$ cat config.mk
export PLATFORM = sky130hd
export DESIGN_NAME = lookupStage
export DESIGN_NICKNAME = d
export VERILOG_FILES = /design/src/design/mmuPkg.sv /design/src/design/lookupStage.sv
export SDC_FILE = /design/constraint.sdc
export NUM_CORES = 1
export LEC_CHECK = 0
export BUFFER_PORTS_ARGS = -buffer_cell sky130_fd_sc_hd__buf_2
export CAP_MARGIN = 20
export CORE_UTILIZATION = 23
export CTS_BUF_LIST = sky130_fd_sc_hd__clkbuf_8
export DETAILED_ROUTE_END_ITERATION = 7
export SETUP_SLACK_MARGIN = 0.3
export SYNTH_ARGS = -nofsm -noshare
export SYNTH_HDL_FRONTEND = slang
export SYNTH_SLANG_ARGS = --single-unit
$ cat constraint.sdc
create_clock -name clk -period 7.9 [get_ports clk]
set_input_delay 1.58 -clock clk [delete_from_list [all_inputs] [get_ports clk]]
set_output_delay 1.58 -clock clk [all_outputs]
set_load 0.01 [all_outputs]
$ cat src/design/mmuPkg.sv
package mmuPkg;

    typedef logic [31:0] vaddr_t;
    typedef logic [31:0] paddr_t;
    typedef logic [9:0] asid_t;
    typedef logic [1:0] plv_t;
    typedef logic [1:0] mat_t;
    typedef logic [5:0] pageShift_t;
    typedef logic [19:0] ppn_t;
    typedef logic [18:0] vppn_t;

    typedef logic [1:0] opType_t;
    localparam opType_t OP_FETCH = 2'd0;
    localparam opType_t OP_LOAD = 2'd1;
    localparam opType_t OP_STORE = 2'd2;

    typedef logic [2:0] tlbCmd_t;
    localparam tlbCmd_t CMD_NONE = 3'd0;
    localparam tlbCmd_t CMD_SEARCH = 3'd1;
    localparam tlbCmd_t CMD_WRITE = 3'd3;
    localparam tlbCmd_t CMD_FILL = 3'd4;
    localparam tlbCmd_t CMD_INVALIDATE = 3'd5;

    typedef logic [4:0] invOp_t;

    typedef logic [5:0] ecode_t;
    localparam ecode_t EC_PIL = 6'h01;
    localparam ecode_t EC_PIS = 6'h02;
    localparam ecode_t EC_PIF = 6'h03;
    localparam ecode_t EC_PME = 6'h04;
    localparam ecode_t EC_PPI = 6'h07;
    localparam ecode_t EC_ADE = 6'h08;
    localparam ecode_t EC_TLBR = 6'h3F;

    typedef logic [8:0] esubcode_t;
    localparam esubcode_t SUB_ADEF = 9'h000;
    localparam esubcode_t SUB_ADEM = 9'h001;

    // translation mode picked in the first stage
    typedef logic [1:0] xlatMode_t;
    localparam xlatMode_t MODE_DIRECT = 2'd0;
    localparam xlatMode_t MODE_DMW0 = 2'd1;
    localparam xlatMode_t MODE_DMW1 = 2'd2;
    localparam xlatMode_t MODE_TLB = 2'd3;

    typedef struct packed {
        logic valid;
        esubcode_t subcode;
        ecode_t code;
    } excp_t;

    typedef struct packed {
        vaddr_t addr;
        opType_t opType;
        logic valid;
    } xlatReq_t;

    typedef struct packed {
        paddr_t addr;
        mat_t mat;
        logic valid;
        excp_t excp;
    } xlatResp_t;

    typedef struct packed {
        logic [8:0] crmd;   // plv, ie, da, pg, datf, datm
        asid_t asid;
        logic [31:0] dmw0;
        logic [31:0] dmw1;
    } csrView_t;

    typedef struct packed {
        logic [31:0] tlbidx;
        logic [31:0] tlbehi;
        logic [31:0] tlbelo0;
        logic [31:0] tlbelo1;
    } tlbCsr_t;

    typedef struct packed {
        logic hit;
        ppn_t ppn;
        pageShift_t ps;
        plv_t plv;
        mat_t mat;
        logic dirty;
        logic valid;
    } tlbPage_t;

    typedef struct packed {
        xlatReq_t req;
        xlatMode_t mode;
        logic [2:0] winSeg;  // physical segment of the hit window
        mat_t winMat;
        tlbPage_t page;
    } stageRec_t;

endpackage
$ cat src/design/lookupStage.sv
`timescale 1ns/1ps

module lookupStage (
    input logic clk,
    input logic reset,
    input logic stall,
    input logic flush,
    input mmuPkg::xlatReq_t req,
    input mmuPkg::csrView_t csr,
    input mmuPkg::tlbPage_t lookupPage,
    output mmuPkg::stageRec_t stageOut
);

    mmuPkg::stageRec_t stageNext;
    mmuPkg::plv_t plv;
    logic directMode;
    logic dmw0Hit;
    logic dmw1Hit;

    // plv0 enable in bit 0, plv3 enable in bit 3
    function automatic logic windowHit(logic [31:0] dmw, mmuPkg::plv_t curPlv,
        mmuPkg::vaddr_t addr);
        logic plvOk;
        plvOk = (dmw[0] && curPlv == 2'd0) || (dmw[3] && curPlv == 2'd3);
        return plvOk && dmw[31:29] == addr[31:29];
    endfunction

    assign plv = csr.crmd[1:0];
    assign directMode = csr.crmd[4:3] == 2'b01;   // da=1, pg=0
    assign dmw0Hit = windowHit(csr.dmw0, plv, req.addr);
    assign dmw1Hit = windowHit(csr.dmw1, plv, req.addr);

    always_comb
    begin
        stageNext.req = req;
        stageNext.page = lookupPage;
        stageNext.winSeg = csr.dmw0[27:25];
        stageNext.winMat = csr.dmw0[5:4];
        if (directMode)
        begin
            stageNext.mode = mmuPkg::MODE_DIRECT;
        end
        else if (dmw0Hit)
        begin
            stageNext.mode = mmuPkg::MODE_DMW0;
        end
        else if (dmw1Hit)
        begin
            stageNext.mode = mmuPkg::MODE_DMW1;
            stageNext.winSeg = csr.dmw1[27:25];
            stageNext.winMat = csr.dmw1[5:4];
        end
        else
        begin
            stageNext.mode = mmuPkg::MODE_TLB;
        end
    end

    // flush wins over stall
    always_ff @(posedge clk)
    begin
        if (reset || flush)
            stageOut.req.valid <= 1'b0;
        else if (!stall)
            stageOut <= stageNext;
    end

    stageValidKnown: assert property (
        @(posedge clk) disable iff (reset) !$isunknown(stageOut.req.valid)
    );

endmodule

==> results.sh <==
export IMPL_final_nets=436
export IMPL_end_kind="register"
export IMPL_clk_pin_slew_ps=80
export IMPL_ant_nets=0
export IMPL_placementRows=37
export IMPL_antenna_found_initial=0
export IMPL_crit_fanout=5
export IMPL_ctsResizeCount=0
export IMPL_finalWeightedCongestion=0.656
export IMPL_core_um2=10400
export IMPL_largest_reg_flops=75
export IMPL_hold_viol=0
export IMPL_die_width_um=106
export IMPL_p_leak_uw=0.00154
export IMPL_ys_seq_area_frac=0.908
export IMPL_io_pins=230
export IMPL_rsz0062_at_grt="false"
export IMPL_drv_slew=0
export IMPL_cts_htree_levels=3
export IMPL_numPortBuffers=170
export IMPL_first_global_vias=1650
export IMPL_area_growth_pct=49.3
export IMPL_synth_distinct_cells=17
export IMPL_maxSlewHeadroom=0.374
export IMPL_top_register="stageOut"
export IMPL_fp_dieH_um=106
export IMPL_insertion_delay_ps=340
export IMPL_postLayoutCellArea_um2=3690
export IMPL_top_regs="stageOut x75"
export IMPL_fp_dieArea_um2=11200
export IMPL_initial_core_util=0.238
export IMPL_yosysWarnings=0
export IMPL_n_fill_cell=1042
export IMPL_overflow=0
export IMPL_fin_crit_ps=2920
export IMPL_max_cap_violations=0
export IMPL_final_instance_count_excl_fill=422
export IMPL_outcome="completed"
export IMPL_cts_setup_buffers=0
export IMPL_cp_arrival_ps=3010
export IMPL_crit_required_ps=7990
export IMPL_antenna_cells=0
export IMPL_hp_class="reg2reg"
export IMPL_setup_viol=0
export IMPL_vias_per_cell=3.86
export IMPL_vias=1631
export IMPL_fin_hold_ws_ps=538
export IMPL_multiInputGateArea_um2=233
export IMPL_layout_drive_gt1_share=0.678
export IMPL_syn_num_nets=254
export IMPL_cts_buffers=9
export IMPL_drt_total_wl_um=5650
export IMPL_crit_type="in2reg"
export IMPL_peakVddDrop_mv=0.0954
export IMPL_avgRoutedWirePerCell_um=13.4
export IMPL_clock_path_buffers=2
export IMPL_worstMarginPinSlew_ps=939
export IMPL_syn_avg_cell_area_um2=24.9
export IMPL_synth_cells=99
export IMPL_syn_area_um2=2470
export IMPL_placed_cell_area_um2=3500
export IMPL_fmax_mhz=343
export IMPL_first_pass_iters=4
export IMPL_cts_tree="yes"
export IMPL_cts_root_buf="clkbuf_8"
export IMPL_startpoint_type="input pin"
export IMPL_fin_crit_sh=0.369
export IMPL_cts_hold_buf=0
export IMPL_dp_cells=406
export IMPL_fin_tns_setup_ps=0
export IMPL_drt_iter0_drc=54
export IMPL_power_density_nw_per_um2=219
export IMPL_grt_max_degree=75
export IMPL_place_hpwl_um=4230
export IMPL_drc_errors=0
export IMPL_synth_seq_cells=75
export IMPL_ff_latch_area_um2=2240
export IMPL_numClockSinks=75
export IMPL_grt_usage=0.105
export IMPL_grt_pass1_wl_um=8490
export IMPL_clock_skew_ps=0
-- synthesized netlist by cell type (all sizes together) --
cell | instances | share of area
nor3b | 1 | 0.0030
a2111oi | 1 | 0.011
mux2i | 1 | 0.0041
xor2 | 3 | 0.011
and3 | 1 | 0.0030
and2 | 1 | 0.0025
or3b | 1 | 0.0046
a21boi | 1 | 0.0030
xnor2 | 3 | 0.011
o2111ai | 1 | 0.0035
nor3 | 2 | 0.0041
edfxtp | 74 | 0.90
nand3 | 2 | 0.0061
mux2 | 5 | 0.023
dfxtp | 1 | 0.0081
or2b | 1 | 0.0030
-- worst paths after layout --
kind / start / to / slack [ps] / depth (start not counted)
worst max register to register: stageOut[40] / stageOut[40] / 7300 / 2
worst max-delay path: csr[75] / stageOut[36] / 4980 / 5
worst min register to register: stageOut[40] / stageOut[40] / 540 / 2
worst min-delay path: stageOut[40] / stageOut[40] / 540 / 2
-- per-stage QoR --
stage / power [uW] / setup slack, ps / utilization
6_report: 807 / 4980 / 0.356
5_1_grt: 845 / 4910 / 0.356
4_1_cts: 822 / 4980 / 0.356
3_5_place_dp: 539 / 4600 / 0.338
3_3_place_gp: 537 / 4610 / 0.338
2_1_floorplan: 495 / 575 / -
-- metal layers --
layer / up-vias / part of all wire / track usage / routed length, um
li1: 762 / - / - / -
met1: 758 / 0.38 / 0.115 / 2150
met2: 100 / 0.50 / 0.172 / 2830
met3: 11 / 0.095 / 0.0402 / 534
met4: 0 / 0.022 / 0.0655 / 126
met5: - / 0 / 0 / 0
-- report_power, final --
group	leakage (uW)	internal (uW)	switching, uW	total, uW
logic	0.000747	32.8	33.2	66.1
registers	0.000690	458	4.25	462
clock network	0.0000992	142	136	278
-- cell usage in the layout (no fill, tap or decap), types with 2 or more instances in the layout --
cell type and count:
buf_2 170, edfxtp_1 74, clkinv_2 2, clkinv_1 2, clkbuf_8 9, xor2_1 3
mux2_2 5, xnor2_1 3
-- cell families after synthesis --
| kind of cell | count (synthesis) | share of synthesized area |
|---|---|---|
| muxes | 6 | 0.0268 |
| and+or+nand+nor | 9 | 0.0263 |
| AOI/OAI and AO/OA | 3 | 0.0177 |
| xor gates and xnor gates | 6 | 0.0213 |
| DFF | 75 | 0.908 |
-- critical path, stage by stage --
cell and delay [ps]:
buf_2 120, or3b_4 400, a2111oi_4 390, nand3_2 190, mux2_2 320
-- final cells by class --
class	instances	share of cell area
clock buffer	9	0.0336
clock inverter	7	0.0163
multi-input combinational	24	0.0631
sequential	75	0.608
tap	136	0.0461
timing repair buffer	171	0.233
Power figures use the tool's default switching activity.
