===== config.mk =====
export PLATFORM = sky130hd
export DESIGN_NAME = checkStage
export DESIGN_NICKNAME = d
export VERILOG_FILES = /design/src/design/mmuPkg.sv /design/src/design/checkStage.sv
export SDC_FILE = /design/constraint.sdc
export NUM_CORES = 1
export LEC_CHECK = 0
export BUFFER_PORTS_ARGS = -buffer_cell sky130_fd_sc_hd__buf_2
export CAP_MARGIN = 20
export CELL_PAD_IN_SITES_DETAIL_PLACEMENT = 1
export CELL_PAD_IN_SITES_GLOBAL_PLACEMENT = 1
export CORE_ASPECT_RATIO = 0.8
export CORE_MARGIN = 2
export CORE_UTILIZATION = 26
export DETAILED_ROUTE_END_ITERATION = 8
export GPL_ROUTABILITY_DRIVEN = 0
export PLACE_DENSITY_LB_ADDON = 0.1
export SKIP_LAST_GASP = 1
export SYNTH_ARGS = -nofsm -noshare
export SYNTH_HDL_FRONTEND = slang
export SYNTH_SLANG_ARGS = --single-unit

===== constraint.sdc =====
create_clock -name clk -period 5.2 [get_ports clk]
set_input_delay 1.04 -clock clk [delete_from_list [all_inputs] [get_ports clk]]
set_output_delay 1.04 -clock clk [all_outputs]
set_load 0.03 [all_outputs]

===== src/design/mmuPkg.sv =====
package mmuPkg;

    typedef logic [31:0] vaddr_t;
    typedef logic [31:0] paddr_t;
    typedef logic [9:0] asid_t;
    typedef logic [1:0] plv_t;
    typedef logic [1:0] mat_t;
    typedef logic [5:0] pageShift_t;
    typedef logic [19:0] ppn_t;
    typedef logic [18:0] vppn_t;

    typedef logic [1:0] opType_t;
    localparam opType_t OP_FETCH = 2'd0;
    localparam opType_t OP_LOAD = 2'd1;
    localparam opType_t OP_STORE = 2'd2;

    typedef logic [2:0] tlbCmd_t;
    localparam tlbCmd_t CMD_NONE = 3'd0;
    localparam tlbCmd_t CMD_SEARCH = 3'd1;
    localparam tlbCmd_t CMD_WRITE = 3'd3;
    localparam tlbCmd_t CMD_FILL = 3'd4;
    localparam tlbCmd_t CMD_INVALIDATE = 3'd5;

    typedef logic [4:0] invOp_t;

    typedef logic [5:0] ecode_t;
    localparam ecode_t EC_PIL = 6'h01;
    localparam ecode_t EC_PIS = 6'h02;
    localparam ecode_t EC_PIF = 6'h03;
    localparam ecode_t EC_PME = 6'h04;
    localparam ecode_t EC_PPI = 6'h07;
    localparam ecode_t EC_ADE = 6'h08;
    localparam ecode_t EC_TLBR = 6'h3F;

    typedef logic [8:0] esubcode_t;
    localparam esubcode_t SUB_ADEF = 9'h000;
    localparam esubcode_t SUB_ADEM = 9'h001;

    // translation mode picked in the first stage
    typedef logic [1:0] xlatMode_t;
    localparam xlatMode_t MODE_DIRECT = 2'd0;
    localparam xlatMode_t MODE_DMW0 = 2'd1;
    localparam xlatMode_t MODE_DMW1 = 2'd2;
    localparam xlatMode_t MODE_TLB = 2'd3;

    typedef struct packed {
        logic valid;
        esubcode_t subcode;
        ecode_t code;
    } excp_t;

    typedef struct packed {
        vaddr_t addr;
        opType_t opType;
        logic valid;
    } xlatReq_t;

    typedef struct packed {
        paddr_t addr;
        mat_t mat;
        logic valid;
        excp_t excp;
    } xlatResp_t;

    typedef struct packed {
        logic [8:0] crmd;   // plv, ie, da, pg, datf, datm
        asid_t asid;
        logic [31:0] dmw0;
        logic [31:0] dmw1;
    } csrView_t;

    typedef struct packed {
        logic [31:0] tlbidx;
        logic [31:0] tlbehi;
        logic [31:0] tlbelo0;
        logic [31:0] tlbelo1;
    } tlbCsr_t;

    typedef struct packed {
        logic hit;
        ppn_t ppn;
        pageShift_t ps;
        plv_t plv;
        mat_t mat;
        logic dirty;
        logic valid;
    } tlbPage_t;

    typedef struct packed {
        xlatReq_t req;
        xlatMode_t mode;
        logic [2:0] winSeg;  // physical segment of the hit window
        mat_t winMat;
        tlbPage_t page;
    } stageRec_t;

endpackage

===== src/design/checkStage.sv =====
`timescale 1ns/1ps

module checkStage (
    input logic clk,
    input logic reset,
    input logic stall,
    input logic flush,
    input mmuPkg::stageRec_t stageIn,
    input mmuPkg::csrView_t csr,
    output mmuPkg::xlatResp_t resp
);

    mmuPkg::xlatResp_t respNext;
    mmuPkg::xlatReq_t req;
    mmuPkg::tlbPage_t page;
    mmuPkg::plv_t plv;
    mmuPkg::ecode_t code;
    mmuPkg::esubcode_t subcode;
    logic [31:0] pageMask;
    logic isFetch;
    logic raise;

    assign req = stageIn.req;
    assign page = stageIn.page;
    assign plv = csr.crmd[1:0];
    assign isFetch = req.opType == mmuPkg::OP_FETCH;
    assign pageMask = 32'hFFFF_FFFF << page.ps;

    always_comb
    begin
        raise = 1'b0;
        code = '0;
        subcode = '0;
        respNext.addr = req.addr;
        respNext.mat = page.mat;
        case (stageIn.mode)
            mmuPkg::MODE_DIRECT:
                respNext.mat = isFetch ? csr.crmd[6:5] : csr.crmd[8:7];  // datf / datm
            mmuPkg::MODE_DMW0, mmuPkg::MODE_DMW1:
            begin
                respNext.addr = {stageIn.winSeg, req.addr[28:0]};
                respNext.mat = stageIn.winMat;
            end
            mmuPkg::MODE_TLB:
            begin
                respNext.addr = ({page.ppn, 12'b0} & pageMask) | (req.addr & ~pageMask);
                raise = 1'b1;
                if (plv != 2'd0 && req.addr[31])
                begin
                    code = mmuPkg::EC_ADE;
                    subcode = isFetch ? mmuPkg::SUB_ADEF : mmuPkg::SUB_ADEM;
                end
                else if (!page.hit)
                    code = mmuPkg::EC_TLBR;
                else if (!page.valid)
                begin
                    if (isFetch)
                        code = mmuPkg::EC_PIF;
                    else if (req.opType == mmuPkg::OP_LOAD)
                        code = mmuPkg::EC_PIL;
                    else
                        code = mmuPkg::EC_PIS;
                end
                else if (plv > page.plv)
                    code = mmuPkg::EC_PPI;
                else if (req.opType == mmuPkg::OP_STORE && !page.dirty)
                    code = mmuPkg::EC_PME;
                else
                    raise = 1'b0;
            end
            default:
                raise = 1'b0;
        endcase
        respNext.valid = req.valid && !raise;
        respNext.excp.valid = req.valid && raise;
        respNext.excp.subcode = subcode;
        respNext.excp.code = code;
    end

    always_ff @(posedge clk)
    begin
        if (reset || flush)
        begin
            resp.valid <= 1'b0;
            resp.excp.valid <= 1'b0;
        end
        else if (!stall)
        begin
            resp <= respNext;
        end
    end

    // a translation either succeeds or traps
    respExclusive: assert property (
        @(posedge clk) disable iff (reset) !(resp.valid && resp.excp.valid)
    );

endmodule


==> results.sh <==
export IMPL_rsz0062_at_grt="false"
export IMPL_antenna_found_initial=0
export IMPL_crit_chain="buf_2, inv_1, ha_1, nor2_1, nand2_1, nor2_1, a211oi_1"
export IMPL_drive_gt1_share_pct=40.2
export IMPL_slew_viol_final=0
export IMPL_reg2regPathDepth=3
export IMPL_tightest_slew_ns=0.949
export IMPL_crit_path_max_fanout=15
export IMPL_worst_path_buf_inv=2
export IMPL_crit_start="stageIn[38]"
export IMPL_yosysSeqAreaShare_pct=50.1
export IMPL_startpoint_type="input port"
export IMPL_timing_critical_path_to="resp[27]$_DFFE_PP_"
export IMPL_io_pins=213
export IMPL_synth_largest_area_cell="edfxtp_1"
export IMPL_cp_arrival_ns=2.75
export IMPL_p_leak_nw=1.36
export IMPL_start_util_pct=27.1
export IMPL_synth_top_cell_area_share_pct=48.4
export IMPL_ctsLongestPathBuffers=2
export IMPL_rrSetupSlack_ns=4.34
export IMPL_vias=2339
export IMPL_hpwl_mm=5.96
export IMPL_fmax_ghz=0.367
export IMPL_finalHoldViolCount=0
export IMPL_clkLatencyLatePin_ns=0.28
export IMPL_regMostFlops="resp"
export IMPL_ant_nets=0
export IMPL_cpLargestDelayFamily="simple AND/OR/NAND/NOR gates"
export IMPL_setup_viol=0
export IMPL_diodes=0
export IMPL_critPathCaptureType="flip-flop"
export IMPL_hold_worst_slack_ns=0.523
export IMPL_cts_buffers=5
export IMPL_ctsHoldBuffers=0
export IMPL_fin_setup_tns_ns=0
export IMPL_coreArea_sq_um=9150
export IMPL_r2r_end="resp[16]$_SDFFE_PP0N_"
export IMPL_wl_per_cell_um=16.8
export IMPL_crit_type="input port to flip-flop"
export IMPL_crit_slowest_cell="nor2_1"
export IMPL_cp_common_cell="nor2_1"
export IMPL_grt_use_total_pct=15.6
export IMPL_biggestRegsByFlops="resp (42)"
export IMPL_netlist_area_sq_um=2480
export IMPL_synth_cells=251
export IMPL_routed_wl_mm=8.11
export IMPL_async_flop_share_pct=0
export IMPL_status="complete, but fails checks"
export IMPL_fp_dieW_um=113
export IMPL_die_h_um=91.4
export IMPL_layout_nets=533
export IMPL_crit_required_ns=5.23
export IMPL_placed_cells=475
export IMPL_grt_max_degree=41
export IMPL_cp_depth=7
export IMPL_ir_worst_vdd_mv=0.103
export IMPL_yosysMostFrequentCell="edfxtp_1"
export IMPL_cts_resized=0
export IMPL_overflow=0
export IMPL_vias_per_cell=4.84
export IMPL_final_min_clock_period_ns=2.73
export IMPL_place_area_sq_um=3160
export IMPL_post_cts_buffers=0
export IMPL_maxCapViolCount=0
export IMPL_crit_path_max_incr_delay_ns=0.71
export IMPL_clk_pin_slew_worst_paths_ns=0.07
export IMPL_fin_util_pct=36.3
export IMPL_root_buffer="clkbuf_16"
export IMPL_instances_no_fill=483
export IMPL_htree_levels=2
export IMPL_avgSynthCellArea_sq_um=9.88
export IMPL_synth_common_cells="edfxtp_1, nand2_1, a21oi_1, nor2_1, o21ai_0"
export IMPL_ys_types=49
export IMPL_first_iter_violations=116
export IMPL_firstDrtPassIters=7
export IMPL_synthFlopType="edfxtp_1"
export IMPL_hold_path_class="flip-flop to flip-flop"
export IMPL_yosys_warnings=0
export IMPL_synth_seq_cells=42
export IMPL_syn2layout_area_growth_pct=34.1
export IMPL_violations="DRC"
export IMPL_grt_pass1_vias=2417
export IMPL_post_route_period_util_pct=52.4
export IMPL_largest_reg_flops=42
export IMPL_worstReg2RegStart="resp[16]$_SDFFE_PP0N_"
export IMPL_finalClockSkew_ns=0
export IMPL_num_rows=31
export IMPL_portBuffers=127
export IMPL_grt_first_pass_wirelength_mm=12.7
export IMPL_die_area_sq_um=10300
export IMPL_synth_edf_count=40
export IMPL_ys_top_cells_by_area="edfxtp_1, a21oi_1, nand2_1, o21ai_0, a32o_1"
export IMPL_slew_headroom_pct=36.4
export IMPL_cts_num_sinks=42
export IMPL_cts_tree="done"
export IMPL_drc=8
export IMPL_stdcell_area_sq_um=3330
export IMPL_cellPowerDensity_nw_per_um2=287
where the power goes:
part | internal [W] | switching [W]
sequential | 0.000393 | 0.00000393
clock | 0.000227 | 0.000133
combinational | 0.0000706 | 0.000129
total | 0.000691 | 0.000265
layout by cell type, fill, tap and decap left out, types with 2 or more instances in the layout:
cell type  synthesis  final
edfxtp_1          40     40
a32o_1             8      8
nand3b_1           2      2
a21boi_0           9      9
inv_1             11     11
or2_2              2      2
nor2_1            19     19
buf_2              5    127
a211oi_1           2      2
nand2_1           26     26
nor3_1             3      2
ha_1               4      4
and2_1             4      4
nor2b_1            7      6
nand2b_1           2      2
a21oi_1           20     20
o22ai_1            3      3
nand4_1            2      2
o211ai_1           3      3
a221oi_1           2      2
dfxtp_1            2      2
a21oi_2            2      2
conb_1             1      8
nand3_1            4      4
a31oi_1            2      2
o21ai_0           19     19
o21a_1             2      2
a22o_1             4      4
clkbuf_16          0      5
buf_4              9      2
mux2_2             2      2
metrics by stage:
step	setup WS, ns	total power (W)
global route	2.25	0.00100
detailed placement	2.15	0.000606
floorplan	0.847	0.000536
finish	2.47	0.000956
CTS	2.45	0.000973
global placement	2.16	0.000603
area by class of cell:
| type | instances | area [sq um] |
|---|---|---|
| Fill cell | 1120 | 5830 |
| Sequential cell | 42 | 1240 |
| Multi-Input combinational cell | 178 | 1080 |
| Timing Repair Buffer | 129 | 651 |
| Tap cell | 115 | 144 |
| Clock buffer | 6 | 129 |
| Inverter | 11 | 41.3 |
| Clock inverter | 2 | 37.5 |
worst min-delay path by stage:
stage | from | slack, ns | endpoint | cells after the start
CTS | resp[15]$_SDFFE_PP0N_ | 0.53 | resp[15]$_SDFFE_PP0N_ | 2
floorplan | resp[15]$_SDFFE_PP0N_ | 0.64 | resp[15]$_SDFFE_PP0N_ | 2
finish | resp[15]$_SDFFE_PP0N_ | 0.52 | resp[15]$_SDFFE_PP0N_ | 2
global route | resp[15]$_SDFFE_PP0N_ | 0.56 | resp[15]$_SDFFE_PP0N_ | 2
global placement | resp[15]$_SDFFE_PP0N_ | 0.52 | resp[15]$_SDFFE_PP0N_ | 2
detailed placement | resp[15]$_SDFFE_PP0N_ | 0.52 | resp[15]$_SDFFE_PP0N_ | 2
kinds of logic (layout without fill, tap and decap cells):
logic type,Yosys count,in the layout,share of synthesized area [%]
AOI/OAI and AO/OA,88,88,24.4
adders and majority gates,4,4,2.02
buffers and inverters,38,148,7.67
DFF,42,42,50.1
muxes,3,3,1.31
other,1,8,0.151
and+or+nand+nor,75,75,14.4
worst min-delay path: stages (launching register included):
cell     delay (ns)
dfxtp_1        0.32
nand2_1        0.06
a41oi_1        0.10
metal layers:
| layer | wire [um] | global-route usage, % | up-vias |
|---|---|---|---|
| met1 | 3930 | 22.2 | 1112 |
| met2 | 3550 | 23.8 | 75 |
| met3 | 572 | 4.34 | 5 |
| met4 | 59 | 3.35 | 0 |
| met5 | 0 | 0 | - |
| li1 | - | - | 1147 |
(Power assumes the default switching activity.)
